**src/hdl/ex_pkg.sv**
```systemverilog
`default_nettype none

package ex_pkg;

    localparam int NB_DATA     = 32;
    localparam int NB_REG      = 5;
    localparam int NB_ALU_OP   = 6;
    localparam int NB_ALU_CTRL = 4;
    localparam int NB_FCODE    = 6;

    // Main-decoder operation classes as MIPS opcode values
    localparam logic [NB_ALU_OP-1:0] OP_RTYPE  = 6'b000000;
    localparam logic [NB_ALU_OP-1:0] OP_ADDI   = 6'b001000;
    localparam logic [NB_ALU_OP-1:0] OP_ANDI   = 6'b001100;
    localparam logic [NB_ALU_OP-1:0] OP_ORI    = 6'b001101;
    localparam logic [NB_ALU_OP-1:0] OP_XORI   = 6'b001110;
    localparam logic [NB_ALU_OP-1:0] OP_LUI    = 6'b001111;
    localparam logic [NB_ALU_OP-1:0] OP_SLTI   = 6'b001010;
    localparam logic [NB_ALU_OP-1:0] OP_BRANCH = 6'b000100;  // beq/bne compare
    localparam logic [NB_ALU_OP-1:0] OP_JAL    = 6'b000011;

    localparam logic [NB_ALU_CTRL-1:0] ALU_ADD  = 4'd0;
    localparam logic [NB_ALU_CTRL-1:0] ALU_SUB  = 4'd1;
    localparam logic [NB_ALU_CTRL-1:0] ALU_AND  = 4'd2;
    localparam logic [NB_ALU_CTRL-1:0] ALU_OR   = 4'd3;
    localparam logic [NB_ALU_CTRL-1:0] ALU_XOR  = 4'd4;
    localparam logic [NB_ALU_CTRL-1:0] ALU_NOR  = 4'd5;
    localparam logic [NB_ALU_CTRL-1:0] ALU_SLT  = 4'd6;
    localparam logic [NB_ALU_CTRL-1:0] ALU_SLTU = 4'd7;
    localparam logic [NB_ALU_CTRL-1:0] ALU_SLL  = 4'd8;
    localparam logic [NB_ALU_CTRL-1:0] ALU_SRL  = 4'd9;
    localparam logic [NB_ALU_CTRL-1:0] ALU_SRA  = 4'd10;
    localparam logic [NB_ALU_CTRL-1:0] ALU_LUI  = 4'd11;

    localparam logic [NB_FCODE-1:0] FN_SLL  = 6'b000000;
    localparam logic [NB_FCODE-1:0] FN_SRL  = 6'b000010;
    localparam logic [NB_FCODE-1:0] FN_SRA  = 6'b000011;
    localparam logic [NB_FCODE-1:0] FN_SLLV = 6'b000100;
    localparam logic [NB_FCODE-1:0] FN_SRLV = 6'b000110;
    localparam logic [NB_FCODE-1:0] FN_SRAV = 6'b000111;
    localparam logic [NB_FCODE-1:0] FN_ADD  = 6'b100000;
    localparam logic [NB_FCODE-1:0] FN_ADDU = 6'b100001;
    localparam logic [NB_FCODE-1:0] FN_SUB  = 6'b100010;
    localparam logic [NB_FCODE-1:0] FN_SUBU = 6'b100011;
    localparam logic [NB_FCODE-1:0] FN_AND  = 6'b100100;
    localparam logic [NB_FCODE-1:0] FN_OR   = 6'b100101;
    localparam logic [NB_FCODE-1:0] FN_XOR  = 6'b100110;
    localparam logic [NB_FCODE-1:0] FN_NOR  = 6'b100111;
    localparam logic [NB_FCODE-1:0] FN_SLT  = 6'b101010;
    localparam logic [NB_FCODE-1:0] FN_SLTU = 6'b101011;

    typedef struct packed {
        logic [15:0]         sext;   // Sign bits of the 16-bit field
        logic [NB_REG-1:0]   rd;
        logic [NB_REG-1:0]   shamt;
        logic [NB_FCODE-1:0] funct;
    } imm_rtype_t;

    // One word in arithmetic or R-type view
    typedef union packed {
        logic [NB_DATA-1:0] word;
        imm_rtype_t         r;
    } imm_word_u;

endpackage

`default_nettype wire

```
**src/hdl/id_ex_reg.sv**
```systemverilog
`default_nettype none

module id_ex_reg #(
    parameter int NB_DATA = ex_pkg::NB_DATA,
    parameter int NB_REG  = ex_pkg::NB_REG
) (
    input  wire                           i_clock,
    input  wire                           i_reset,
    input  wire                           i_stall,   // Hold current instruction
    input  wire                           i_flush,   // Capture a bubble
    input  wire                           i_reg_write, i_mem_to_reg, i_mem_read, i_mem_write,
    input  wire                           i_branch, i_alu_src, i_reg_dest,
    input  wire                           i_byte_en, i_halfword_en, i_word_en, i_hlt,
    input  wire [ex_pkg::NB_ALU_OP-1:0]   i_alu_op,
    input  wire [NB_DATA-1:0]             i_pc, i_data_a, i_data_b, i_immediate,
    input  wire [NB_REG-1:0]              i_rt,
    output logic                          o_reg_write, o_mem_to_reg, o_mem_read, o_mem_write,
    output logic                          o_branch, o_alu_src, o_reg_dest,
    output logic                          o_byte_en, o_halfword_en, o_word_en, o_hlt,
    output logic [ex_pkg::NB_ALU_OP-1:0]  o_alu_op,
    output logic [NB_DATA-1:0]            o_pc, o_data_a, o_data_b, o_immediate,
    output logic [NB_REG-1:0]             o_rt
);
    import ex_pkg::*;

    localparam int NB_WORD = 11 + NB_ALU_OP + 4 * NB_DATA + NB_REG;

    logic [NB_WORD-1:0] next_word;
    logic [NB_WORD-1:0] word_q;

    assign next_word = {i_reg_write, i_mem_to_reg, i_mem_read, i_mem_write, i_branch,
                        i_alu_src, i_reg_dest, i_byte_en, i_halfword_en, i_word_en, i_hlt,
                        i_alu_op, i_pc, i_data_a, i_data_b, i_immediate, i_rt};

    always_ff @(posedge i_clock) begin
        if (i_reset || i_flush) begin
            word_q <= '0;   // Flush beats stall
        end else if (!i_stall) begin
            word_q <= next_word;
        end
    end

    assign {o_reg_write, o_mem_to_reg, o_mem_read, o_mem_write, o_branch,
            o_alu_src, o_reg_dest, o_byte_en, o_halfword_en, o_word_en, o_hlt,
            o_alu_op, o_pc, o_data_a, o_data_b, o_immediate, o_rt} = word_q;

endmodule

`default_nettype wire

```
**src/hdl/alu_control.sv**
```systemverilog
`default_nettype none

module alu_control (
    input  wire [ex_pkg::NB_ALU_OP-1:0]     i_alu_op,
    input  wire [ex_pkg::NB_FCODE-1:0]      i_funct_code,
    output logic [ex_pkg::NB_ALU_CTRL-1:0]  o_alu_ctrl,
    output logic                            o_shamt_ctrl,   // Amount from shamt field
    output logic                            o_r31_ctrl      // jal links to r31
);
    import ex_pkg::*;

    logic [NB_ALU_CTRL-1:0] rtype_ctrl;

    always_comb begin
        case (i_funct_code)
            FN_ADD, FN_ADDU: rtype_ctrl = ALU_ADD;
            FN_SUB, FN_SUBU: rtype_ctrl = ALU_SUB;
            FN_AND:          rtype_ctrl = ALU_AND;
            FN_OR:           rtype_ctrl = ALU_OR;
            FN_XOR:          rtype_ctrl = ALU_XOR;
            FN_NOR:          rtype_ctrl = ALU_NOR;
            FN_SLT:          rtype_ctrl = ALU_SLT;
            FN_SLTU:         rtype_ctrl = ALU_SLTU;
            FN_SLL, FN_SLLV: rtype_ctrl = ALU_SLL;   // Only operand A differs
            FN_SRL, FN_SRLV: rtype_ctrl = ALU_SRL;
            FN_SRA, FN_SRAV: rtype_ctrl = ALU_SRA;
            default:         rtype_ctrl = ALU_ADD;
        endcase
    end

    always_comb begin
        case (i_alu_op)
            OP_RTYPE:  o_alu_ctrl = rtype_ctrl;
            OP_ADDI:   o_alu_ctrl = ALU_ADD;
            OP_ANDI:   o_alu_ctrl = ALU_AND;
            OP_ORI:    o_alu_ctrl = ALU_OR;
            OP_XORI:   o_alu_ctrl = ALU_XOR;
            OP_LUI:    o_alu_ctrl = ALU_LUI;
            OP_SLTI:   o_alu_ctrl = ALU_SLT;
            OP_BRANCH: o_alu_ctrl = ALU_SUB;   // Equal gives zero
            default:   o_alu_ctrl = ALU_ADD;   // jal included
        endcase
    end

    assign o_shamt_ctrl = (i_alu_op == OP_RTYPE) &&
                          (i_funct_code == FN_SLL || i_funct_code == FN_SRL ||
                           i_funct_code == FN_SRA);

    assign o_r31_ctrl = (i_alu_op == OP_JAL);

endmodule

`default_nettype wire

```
**src/hdl/alu.sv**
```systemverilog
`default_nettype none

module alu #(
    parameter int NB_DATA = ex_pkg::NB_DATA
) (
    input  wire [NB_DATA-1:0]               i_a,
    input  wire [NB_DATA-1:0]               i_b,
    input  wire [ex_pkg::NB_ALU_CTRL-1:0]   i_alu_ctrl,
    output logic [NB_DATA-1:0]              o_result,
    output logic                            o_zero
);
    import ex_pkg::*;

    logic [4:0] shift;

    assign shift = i_a[4:0];   // Shift amount in low bits of A

    always_comb begin
        case (i_alu_ctrl)
            ALU_ADD:  o_result = i_a + i_b;
            ALU_SUB:  o_result = i_a - i_b;
            ALU_AND:  o_result = i_a & i_b;
            ALU_OR:   o_result = i_a | i_b;
            ALU_XOR:  o_result = i_a ^ i_b;
            ALU_NOR:  o_result = ~(i_a | i_b);
            ALU_SLT:  o_result = {{(NB_DATA-1){1'b0}}, $signed(i_a) < $signed(i_b)};
            ALU_SLTU: o_result = {{(NB_DATA-1){1'b0}}, i_a < i_b};
            ALU_SLL:  o_result = i_b << shift;
            ALU_SRL:  o_result = i_b >> shift;
            ALU_SRA:  o_result = $signed(i_b) >>> shift;
            ALU_LUI:  o_result = {i_b[NB_DATA/2-1:0], {(NB_DATA/2){1'b0}}};
            default:  o_result = '0;
        endcase
    end

    assign o_zero = (o_result == '0);

endmodule

`default_nettype wire

```
**src/hdl/ex_stage.sv**
```systemverilog
`default_nettype none

module ex_stage #(
    parameter int NB_DATA = ex_pkg::NB_DATA,
    parameter int NB_REG  = ex_pkg::NB_REG
) (
    input  wire                         i_reg_write, i_mem_to_reg, i_mem_read, i_mem_write,
    input  wire                         i_branch, i_alu_src, i_reg_dest,
    input  wire                         i_byte_en, i_halfword_en, i_word_en, i_hlt,
    input  wire [ex_pkg::NB_ALU_OP-1:0] i_alu_op,
    input  wire [NB_DATA-1:0]           i_pc, i_data_a, i_data_b, i_immediate,
    input  wire [NB_REG-1:0]            i_rt,
    output logic                        o_reg_write, o_mem_to_reg, o_mem_read, o_mem_write,
    output logic                        o_branch, o_zero, o_r31_ctrl, o_hlt,
    output logic                        o_byte_en, o_halfword_en, o_word_en,
    output logic [NB_DATA-1:0]          o_branch_addr, o_alu_result, o_data_b, o_pc,
    output logic [NB_REG-1:0]           o_selected_reg
);
    import ex_pkg::*;

    imm_word_u              imm;
    logic [NB_ALU_CTRL-1:0] alu_ctrl;
    logic                   shamt_ctrl;
    logic [NB_DATA-1:0]     alu_a;
    logic [NB_DATA-1:0]     alu_b;
    logic [NB_REG-1:0]      rt_rd;

    assign imm = i_immediate;

    alu_control alu_control_1 (
        .i_alu_op     (i_alu_op),
        .i_funct_code (imm.r.funct),
        .o_alu_ctrl   (alu_ctrl),
        .o_shamt_ctrl (shamt_ctrl),
        .o_r31_ctrl   (o_r31_ctrl)
    );

    alu #(
        .NB_DATA (NB_DATA)
    ) alu_1 (
        .i_a        (alu_a),
        .i_b        (alu_b),
        .i_alu_ctrl (alu_ctrl),
        .o_result   (o_alu_result),
        .o_zero     (o_zero)
    );

    // Constant shifts take the amount from the instruction word
    assign alu_a = shamt_ctrl ? {{(NB_DATA-NB_REG){1'b0}}, imm.r.shamt} : i_data_a;
    assign alu_b = i_alu_src ? imm.word : i_data_b;

    assign rt_rd          = i_reg_dest ? imm.r.rd : i_rt;
    assign o_selected_reg = o_r31_ctrl ? NB_REG'(31) : rt_rd;

    assign o_branch_addr = i_pc + (imm.word << 2);   // PC is already PC+4

    assign o_reg_write   = i_reg_write;
    assign o_mem_to_reg  = i_mem_to_reg;
    assign o_mem_read    = i_mem_read;
    assign o_mem_write   = i_mem_write;
    assign o_branch      = i_branch;
    assign o_data_b      = i_data_b;     // Store data
    assign o_byte_en     = i_byte_en;
    assign o_halfword_en = i_halfword_en;
    assign o_word_en     = i_word_en;
    assign o_pc          = i_pc;
    assign o_hlt         = i_hlt;

endmodule

`default_nettype wire

```
**src/hdl/ex_mem_reg.sv**
```systemverilog
`default_nettype none

module ex_mem_reg #(
    parameter int NB_DATA = ex_pkg::NB_DATA,
    parameter int NB_REG  = ex_pkg::NB_REG
) (
    input  wire                 i_clock,
    input  wire                 i_reset,
    input  wire                 i_reg_write, i_mem_to_reg, i_mem_read, i_mem_write,
    input  wire                 i_branch, i_zero, i_r31_ctrl, i_hlt,
    input  wire                 i_byte_en, i_halfword_en, i_word_en,
    input  wire [NB_DATA-1:0]   i_branch_addr, i_alu_result, i_data_b, i_pc,
    input  wire [NB_REG-1:0]    i_selected_reg,
    output logic                o_reg_write, o_mem_to_reg, o_mem_read, o_mem_write,
    output logic                o_branch, o_zero, o_r31_ctrl, o_hlt,
    output logic                o_byte_en, o_halfword_en, o_word_en,
    output logic [NB_DATA-1:0]  o_branch_addr, o_alu_result, o_data_b, o_pc,
    output logic [NB_REG-1:0]   o_selected_reg
);
    localparam int NB_WORD = 11 + 4 * NB_DATA + NB_REG;

    logic [NB_WORD-1:0] next_word;
    logic [NB_WORD-1:0] word_q;

    assign next_word = {i_reg_write, i_mem_to_reg, i_mem_read, i_mem_write, i_branch,
                        i_zero, i_r31_ctrl, i_hlt, i_byte_en, i_halfword_en, i_word_en,
                        i_branch_addr, i_alu_result, i_data_b, i_pc, i_selected_reg};

    // A held ID/EX instruction simply repeats here
    always_ff @(posedge i_clock) begin
        if (i_reset) begin
            word_q <= '0;
        end else begin
            word_q <= next_word;
        end
    end

    assign {o_reg_write, o_mem_to_reg, o_mem_read, o_mem_write, o_branch,
            o_zero, o_r31_ctrl, o_hlt, o_byte_en, o_halfword_en, o_word_en,
            o_branch_addr, o_alu_result, o_data_b, o_pc, o_selected_reg} = word_q;

endmodule

`default_nettype wire

```
**src/hdl/ex_pipe_top.sv**
```systemverilog
`default_nettype none

module ex_pipe_top #(
    parameter int NB_DATA = ex_pkg::NB_DATA,
    parameter int NB_REG  = ex_pkg::NB_REG
) (
    input  wire                         i_clock,
    input  wire                         i_reset,
    input  wire                         i_stall,
    input  wire                         i_flush,
    input  wire                         i_reg_write, i_mem_to_reg, i_mem_read, i_mem_write,
    input  wire                         i_branch, i_alu_src, i_reg_dest,
    input  wire                         i_byte_en, i_halfword_en, i_word_en, i_hlt,
    input  wire [ex_pkg::NB_ALU_OP-1:0] i_alu_op,
    input  wire [NB_DATA-1:0]           i_pc, i_data_a, i_data_b, i_immediate,
    input  wire [NB_REG-1:0]            i_rt,
    output wire                         o_reg_write, o_mem_to_reg, o_mem_read, o_mem_write,
    output wire                         o_branch, o_zero, o_r31_ctrl, o_hlt,
    output wire                         o_byte_en, o_halfword_en, o_word_en,
    output wire [NB_DATA-1:0]           o_branch_addr, o_alu_result, o_data_b, o_pc,
    output wire [NB_REG-1:0]            o_selected_reg
);
    import ex_pkg::*;

    wire                 id_reg_write, id_mem_to_reg, id_mem_read, id_mem_write;
    wire                 id_branch, id_alu_src, id_reg_dest;
    wire                 id_byte_en, id_halfword_en, id_word_en, id_hlt;
    wire [NB_ALU_OP-1:0] id_alu_op;
    wire [NB_DATA-1:0]   id_pc, id_data_a, id_data_b, id_immediate;
    wire [NB_REG-1:0]    id_rt;

    wire                 ex_reg_write, ex_mem_to_reg, ex_mem_read, ex_mem_write;
    wire                 ex_branch, ex_zero, ex_r31_ctrl, ex_hlt;
    wire                 ex_byte_en, ex_halfword_en, ex_word_en;
    wire [NB_DATA-1:0]   ex_branch_addr, ex_alu_result, ex_data_b, ex_pc;
    wire [NB_REG-1:0]    ex_selected_reg;

    id_ex_reg #(
        .NB_DATA (NB_DATA),
        .NB_REG  (NB_REG)
    ) id_ex_reg_1 (
        .i_clock       (i_clock),        .i_reset       (i_reset),
        .i_stall       (i_stall),        .i_flush       (i_flush),
        .i_reg_write   (i_reg_write),    .i_mem_to_reg  (i_mem_to_reg),
        .i_mem_read    (i_mem_read),     .i_mem_write   (i_mem_write),
        .i_branch      (i_branch),       .i_alu_src     (i_alu_src),
        .i_reg_dest    (i_reg_dest),     .i_byte_en     (i_byte_en),
        .i_halfword_en (i_halfword_en),  .i_word_en     (i_word_en),
        .i_hlt         (i_hlt),          .i_alu_op      (i_alu_op),
        .i_pc          (i_pc),           .i_data_a      (i_data_a),
        .i_data_b      (i_data_b),       .i_immediate   (i_immediate),
        .i_rt          (i_rt),
        .o_reg_write   (id_reg_write),   .o_mem_to_reg  (id_mem_to_reg),
        .o_mem_read    (id_mem_read),    .o_mem_write   (id_mem_write),
        .o_branch      (id_branch),      .o_alu_src     (id_alu_src),
        .o_reg_dest    (id_reg_dest),    .o_byte_en     (id_byte_en),
        .o_halfword_en (id_halfword_en), .o_word_en     (id_word_en),
        .o_hlt         (id_hlt),         .o_alu_op      (id_alu_op),
        .o_pc          (id_pc),          .o_data_a      (id_data_a),
        .o_data_b      (id_data_b),      .o_immediate   (id_immediate),
        .o_rt          (id_rt)
    );

    ex_stage #(
        .NB_DATA (NB_DATA),
        .NB_REG  (NB_REG)
    ) ex_stage_1 (
        .i_reg_write   (id_reg_write),   .i_mem_to_reg  (id_mem_to_reg),
        .i_mem_read    (id_mem_read),    .i_mem_write   (id_mem_write),
        .i_branch      (id_branch),      .i_alu_src     (id_alu_src),
        .i_reg_dest    (id_reg_dest),    .i_byte_en     (id_byte_en),
        .i_halfword_en (id_halfword_en), .i_word_en     (id_word_en),
        .i_hlt         (id_hlt),         .i_alu_op      (id_alu_op),
        .i_pc          (id_pc),          .i_data_a      (id_data_a),
        .i_data_b      (id_data_b),      .i_immediate   (id_immediate),
        .i_rt          (id_rt),
        .o_reg_write   (ex_reg_write),   .o_mem_to_reg  (ex_mem_to_reg),
        .o_mem_read    (ex_mem_read),    .o_mem_write   (ex_mem_write),
        .o_branch      (ex_branch),      .o_zero        (ex_zero),
        .o_r31_ctrl    (ex_r31_ctrl),    .o_hlt         (ex_hlt),
        .o_byte_en     (ex_byte_en),     .o_halfword_en (ex_halfword_en),
        .o_word_en     (ex_word_en),     .o_branch_addr (ex_branch_addr),
        .o_alu_result  (ex_alu_result),  .o_data_b      (ex_data_b),
        .o_pc          (ex_pc),          .o_selected_reg(ex_selected_reg)
    );

    ex_mem_reg #(
        .NB_DATA (NB_DATA),
        .NB_REG  (NB_REG)
    ) ex_mem_reg_1 (
        .i_clock       (i_clock),        .i_reset       (i_reset),
        .i_reg_write   (ex_reg_write),   .i_mem_to_reg  (ex_mem_to_reg),
        .i_mem_read    (ex_mem_read),    .i_mem_write   (ex_mem_write),
        .i_branch      (ex_branch),      .i_zero        (ex_zero),
        .i_r31_ctrl    (ex_r31_ctrl),    .i_hlt         (ex_hlt),
        .i_byte_en     (ex_byte_en),     .i_halfword_en (ex_halfword_en),
        .i_word_en     (ex_word_en),     .i_branch_addr (ex_branch_addr),
        .i_alu_result  (ex_alu_result),  .i_data_b      (ex_data_b),
        .i_pc          (ex_pc),          .i_selected_reg(ex_selected_reg),
        .o_reg_write   (o_reg_write),    .o_mem_to_reg  (o_mem_to_reg),
        .o_mem_read    (o_mem_read),     .o_mem_write   (o_mem_write),
        .o_branch      (o_branch),       .o_zero        (o_zero),
        .o_r31_ctrl    (o_r31_ctrl),     .o_hlt         (o_hlt),
        .o_byte_en     (o_byte_en),      .o_halfword_en (o_halfword_en),
        .o_word_en     (o_word_en),      .o_branch_addr (o_branch_addr),
        .o_alu_result  (o_alu_result),   .o_data_b      (o_data_b),
        .o_pc          (o_pc),           .o_selected_reg(o_selected_reg)
    );

endmodule

`default_nettype wire

```
**config.mk**
```make
export PLATFORM = sky130hd
export DESIGN_NAME = ex_pipe_top
export DESIGN_NICKNAME = d
export VERILOG_FILES = /design/src/hdl/ex_pkg.sv /design/src/hdl/id_ex_reg.sv /design/src/hdl/alu_control.sv /design/src/hdl/alu.sv /design/src/hdl/ex_stage.sv /design/src/hdl/ex_mem_reg.sv /design/src/hdl/ex_pipe_top.sv
export SDC_FILE = /design/constraint.sdc
export NUM_CORES = 1
export LEC_CHECK = 0
export BUFFER_PORTS_ARGS = -buffer_cell sky130_fd_sc_hd__buf_4
export CAP_MARGIN = 0
export CORE_MARGIN = 4
export CORE_UTILIZATION = 40
export DETAILED_ROUTE_END_ITERATION = 12
export SKIP_CTS_REPAIR_TIMING = 1
export SLEW_MARGIN = 20
export SYNTH_ARGS = -nofsm -noshare
export SYNTH_HDL_FRONTEND = slang
export SYNTH_SLANG_ARGS = --single-unit
```
**constraint.sdc**
```tcl
create_clock -name i_clock -period 10.56 [get_ports i_clock]
set_input_delay 1.056 -clock i_clock [delete_from_list [all_inputs] [get_ports i_clock]]
set_output_delay 1.056 -clock i_clock [all_outputs]
set_load 0.01 [all_outputs]
```
==> flow_metrics.env <==
export IMPL_die_area_um2=56100
export IMPL_hold_violations=0
export IMPL_finalInstanceArea_um2=25000
export IMPL_drt_initial_drc_count=2854
export IMPL_path_class="reg -> reg"
export IMPL_core_area_um2=51600
export IMPL_maxSlewHeadroom=0.190
export IMPL_nNetsFinal=3138
export IMPL_required_ns=11.11
export IMPL_r2r_start="id_ex_reg_1.word_q[137]"
export IMPL_io_buffers=297
export IMPL_startpoint_type="register"
export IMPL_seq_area_frac_synth=0.283
export IMPL_drive_above_1_share=0.173
export IMPL_fp_dieW_um=237
export IMPL_synthCells=2622
export IMPL_path_clk_slew_ns=0.07
export IMPL_yosysTopAreaCell="dfxtp_1"
export IMPL_synth_edff_count=0
export IMPL_wl_um=110000
export IMPL_power_density_nw_per_um2=128
export IMPL_crit_path_cell_trace="nor2_1 -> nand4_4 -> buf_4 -> mux2i_4 -> buf_4 -> ha_1 -> fa_1 -> or2_2 -> a221oi_1 -> o22ai_1 -> nor2_1 -> a2111oi_0 -> a21o_1 -> a222oi_1 -> o221ai_1 -> or4_1 -> nor4_1 -> nand4_1 -> nor2_1"
export IMPL_vias_per_cell=6.41
export IMPL_insertion_delay_ns=0.62
export IMPL_reg2reg_to="ex_mem_reg_1.word_q[138]"
export IMPL_skew_ns=0.0338
export IMPL_synth_top_area_frac=0.283
export IMPL_grt_overflow_total=0
export IMPL_finalSetupTns_ns=0
export IMPL_setup_viol=0
export IMPL_synth_warnings=0
export IMPL_ctsLongestPathBuffers=3
export IMPL_root_buffer="clkbuf_16"
export IMPL_async_reset_ff_frac=0
export IMPL_worst_pin_slew_ns=1.20
export IMPL_hold_path_class="reg -> reg"
export IMPL_io_pin_count=298
export IMPL_synth_area_per_cell_um2=7.99
export IMPL_min_path_cells=1
export IMPL_min_to="ex_mem_reg_1.word_q[136]"
export IMPL_crit_path_end_kind="register"
export IMPL_final_cell_mix="buf_4, nor2_1, dfxtp_1, mux2i_1, nand2_1"
export IMPL_drt_first_pass_iters=8
export IMPL_syn_area_um2=20900
export IMPL_ff2ff_path_depth=19
export IMPL_max_cap_violations=0
export IMPL_slew_viol_final=0
export IMPL_num_rows=83
export IMPL_netlist_top_cells_area="dfxtp_1, mux2i_1, ha_1"
export IMPL_slowest_stage="nor2_1"
export IMPL_status="finished, final reports clean"
export IMPL_synth_cell_types=91
export IMPL_grt_pass1_wl_um=154000
export IMPL_synth_seq_cells=296
export IMPL_fin_crit_sh=0.638
export IMPL_critPathMaxFanout=49
export IMPL_place_congestion=1.12
export IMPL_cts_sinks=296
export IMPL_num_vias=22900
export IMPL_antenna_found_initial=16
export IMPL_grt_pass1_vias=21300
export IMPL_ir_drop_uv=122
export IMPL_worstPathArrival_ns=7.29
export IMPL_grtUsageTotal=0.367
export IMPL_rsz0062_at_grt="no"
export IMPL_fmax_mhz=148
export IMPL_start_util=0.406
export IMPL_grt_max_degree=86
export IMPL_max_stage_delay_ns=0.68
export IMPL_tritoncts="built"
export IMPL_drtAntennaViolNets=0
export IMPL_routedWlPerCell_um=30.8
export IMPL_synth_net_count=2905
export IMPL_die_h_um=237
export IMPL_layout_commonest_cell="buf_4"
export IMPL_ys_flop_type="dfxtp_1"
export IMPL_hold_path_startpoint="id_ex_reg_1.word_q[139]"
export IMPL_numCtsBuffers=31
export IMPL_path_common_cell="nor2_1"
export IMPL_p_leak_nw=11.3
export IMPL_dpl_cell_area_um2=24000
export IMPL_area_growth_pct=19.6
export IMPL_htree_levels=1
export IMPL_min_period_ns=6.74
export IMPL_critPathBufInv=2
export IMPL_rrSetupSlack_ns=3.82
export IMPL_drcViolationCount=0
export IMPL_dpl_hpwl_um=86200
export IMPL_path_delay_family="simple AND/OR/NAND/NOR gates"
## cell usage after synthesis, types with 12 or more instances
cell type / number
a211oi_1: 42
a21o_1: 42
a21oi_1: 140
a221oi_1: 35
a222oi_1: 13
a31oi_1: 28
and2_1: 26
and3_1: 19
buf_1: 31
buf_2: 15
clkbuf_1: 116
dfxtp_1: 296
ha_1: 126
inv_1: 97
mux2_2: 14
mux2i_1: 261
nand2_1: 174
nand2b_1: 21
nand3_1: 46
nor2_1: 369
nor2b_1: 86
nor3_1: 61
nor4_1: 15
o211ai_1: 38
o21a_1: 16
o21ai_0: 121
o221ai_1: 18
o22ai_1: 45
o31ai_1: 14
or2_2: 12
or3_1: 18
xnor2_1: 20
xor2_1: 14
## through the flow
stage | hold slack (ns) | setup WS [ns] | total power, mW | std cells | utilization
final | 0.464 | 3.82 | 3.20 | 3565 | 0.485
after global routing | 0.472 | 3.55 | 3.30 | 3561 | 0.485
after CTS | 0.464 | 3.96 | 3.19 | 3560 | 0.485
after detailed placement | 0.452 | 4.02 | 2.05 | 3502 | 0.464
after global placement | 0.452 | 3.35 | 2.06 | 3501 | 0.464
after floorplan | 0.438 | 5.02 | 1.69 | 2622 | -
## how the worst max path moves through the flow
stage | startpoint | endpoint | cells past startpoint
floorplan | id_ex_reg_1.word_q[133] | ex_mem_reg_1.word_q[138] | 20
global placement | id_ex_reg_1.word_q[137] | ex_mem_reg_1.word_q[138] | 19
detailed placement | id_ex_reg_1.word_q[137] | ex_mem_reg_1.word_q[138] | 19
CTS | id_ex_reg_1.word_q[137] | ex_mem_reg_1.word_q[138] | 19
global route | id_ex_reg_1.word_q[138] | ex_mem_reg_1.word_q[138] | 19
finish | id_ex_reg_1.word_q[137] | ex_mem_reg_1.word_q[138] | 19
## state kept, by name, summed over array words and instances (netlist names)
signal / flops
id_ex_reg_1.word_q: 150
ex_mem_reg_1.word_q: 142
ex_stage_1.alu_control_1.rtype_ctrl: 4
## cell families (layout without fill, tap and decap cells)
logic type / Yosys count / after routing / synth area share
compound gates: 713 / 713 / 0.234
xor+xnor: 34 / 34 / 0.0142
fa+ha+maj: 129 / 129 / 0.0781
buf+inv: 271 / 529 / 0.0512
flops: 296 / 296 / 0.283
mux: 279 / 279 / 0.136
other cells: 0 / 5 / 0
simple gates: 900 / 900 / 0.203
## worst register-to-register path, stage by stage, from the launching register on
cell and delay [ns]:
dfxtp_1 0.35, nor2_1 0.68, nand4_4 0.12, buf_4 0.38, mux2i_4 0.31, buf_4 0.34, ha_1 0.37, fa_1 0.48
or2_2 0.31, a221oi_1 0.60, o22ai_1 0.26, nor2_1 0.13, a2111oi_0 0.07, a21o_1 0.17, a222oi_1 0.53, o221ai_1 0.28
or4_1 0.54, nor4_1 0.47, nand4_1 0.15, nor2_1 0.14
## area by class of cell
type	instances	area [um2]
fillers	5060	26600
repair buffers	370	2790
well taps	680	851
inverters	101	379
flip-flops and latches	296	5930
diodes	5	12.5
clock buffers	39	866
clock inverters	19	191
multi-input cells	2055	14000
## power by group
part,internal (mW),switching [mW],total (mW)
registers,1.16,0.0316,1.19
clock network,0.636,0.496,1.13
logic,0.299,0.580,0.879
## metal layers
layer	GRT usage	part of all wire
met1	0.502	0.42
met3	0.113	0.11
met4	0.165	0.058
met2	0.529	0.41
met5	0	0.0013
Power figures use the tool's default switching activity.
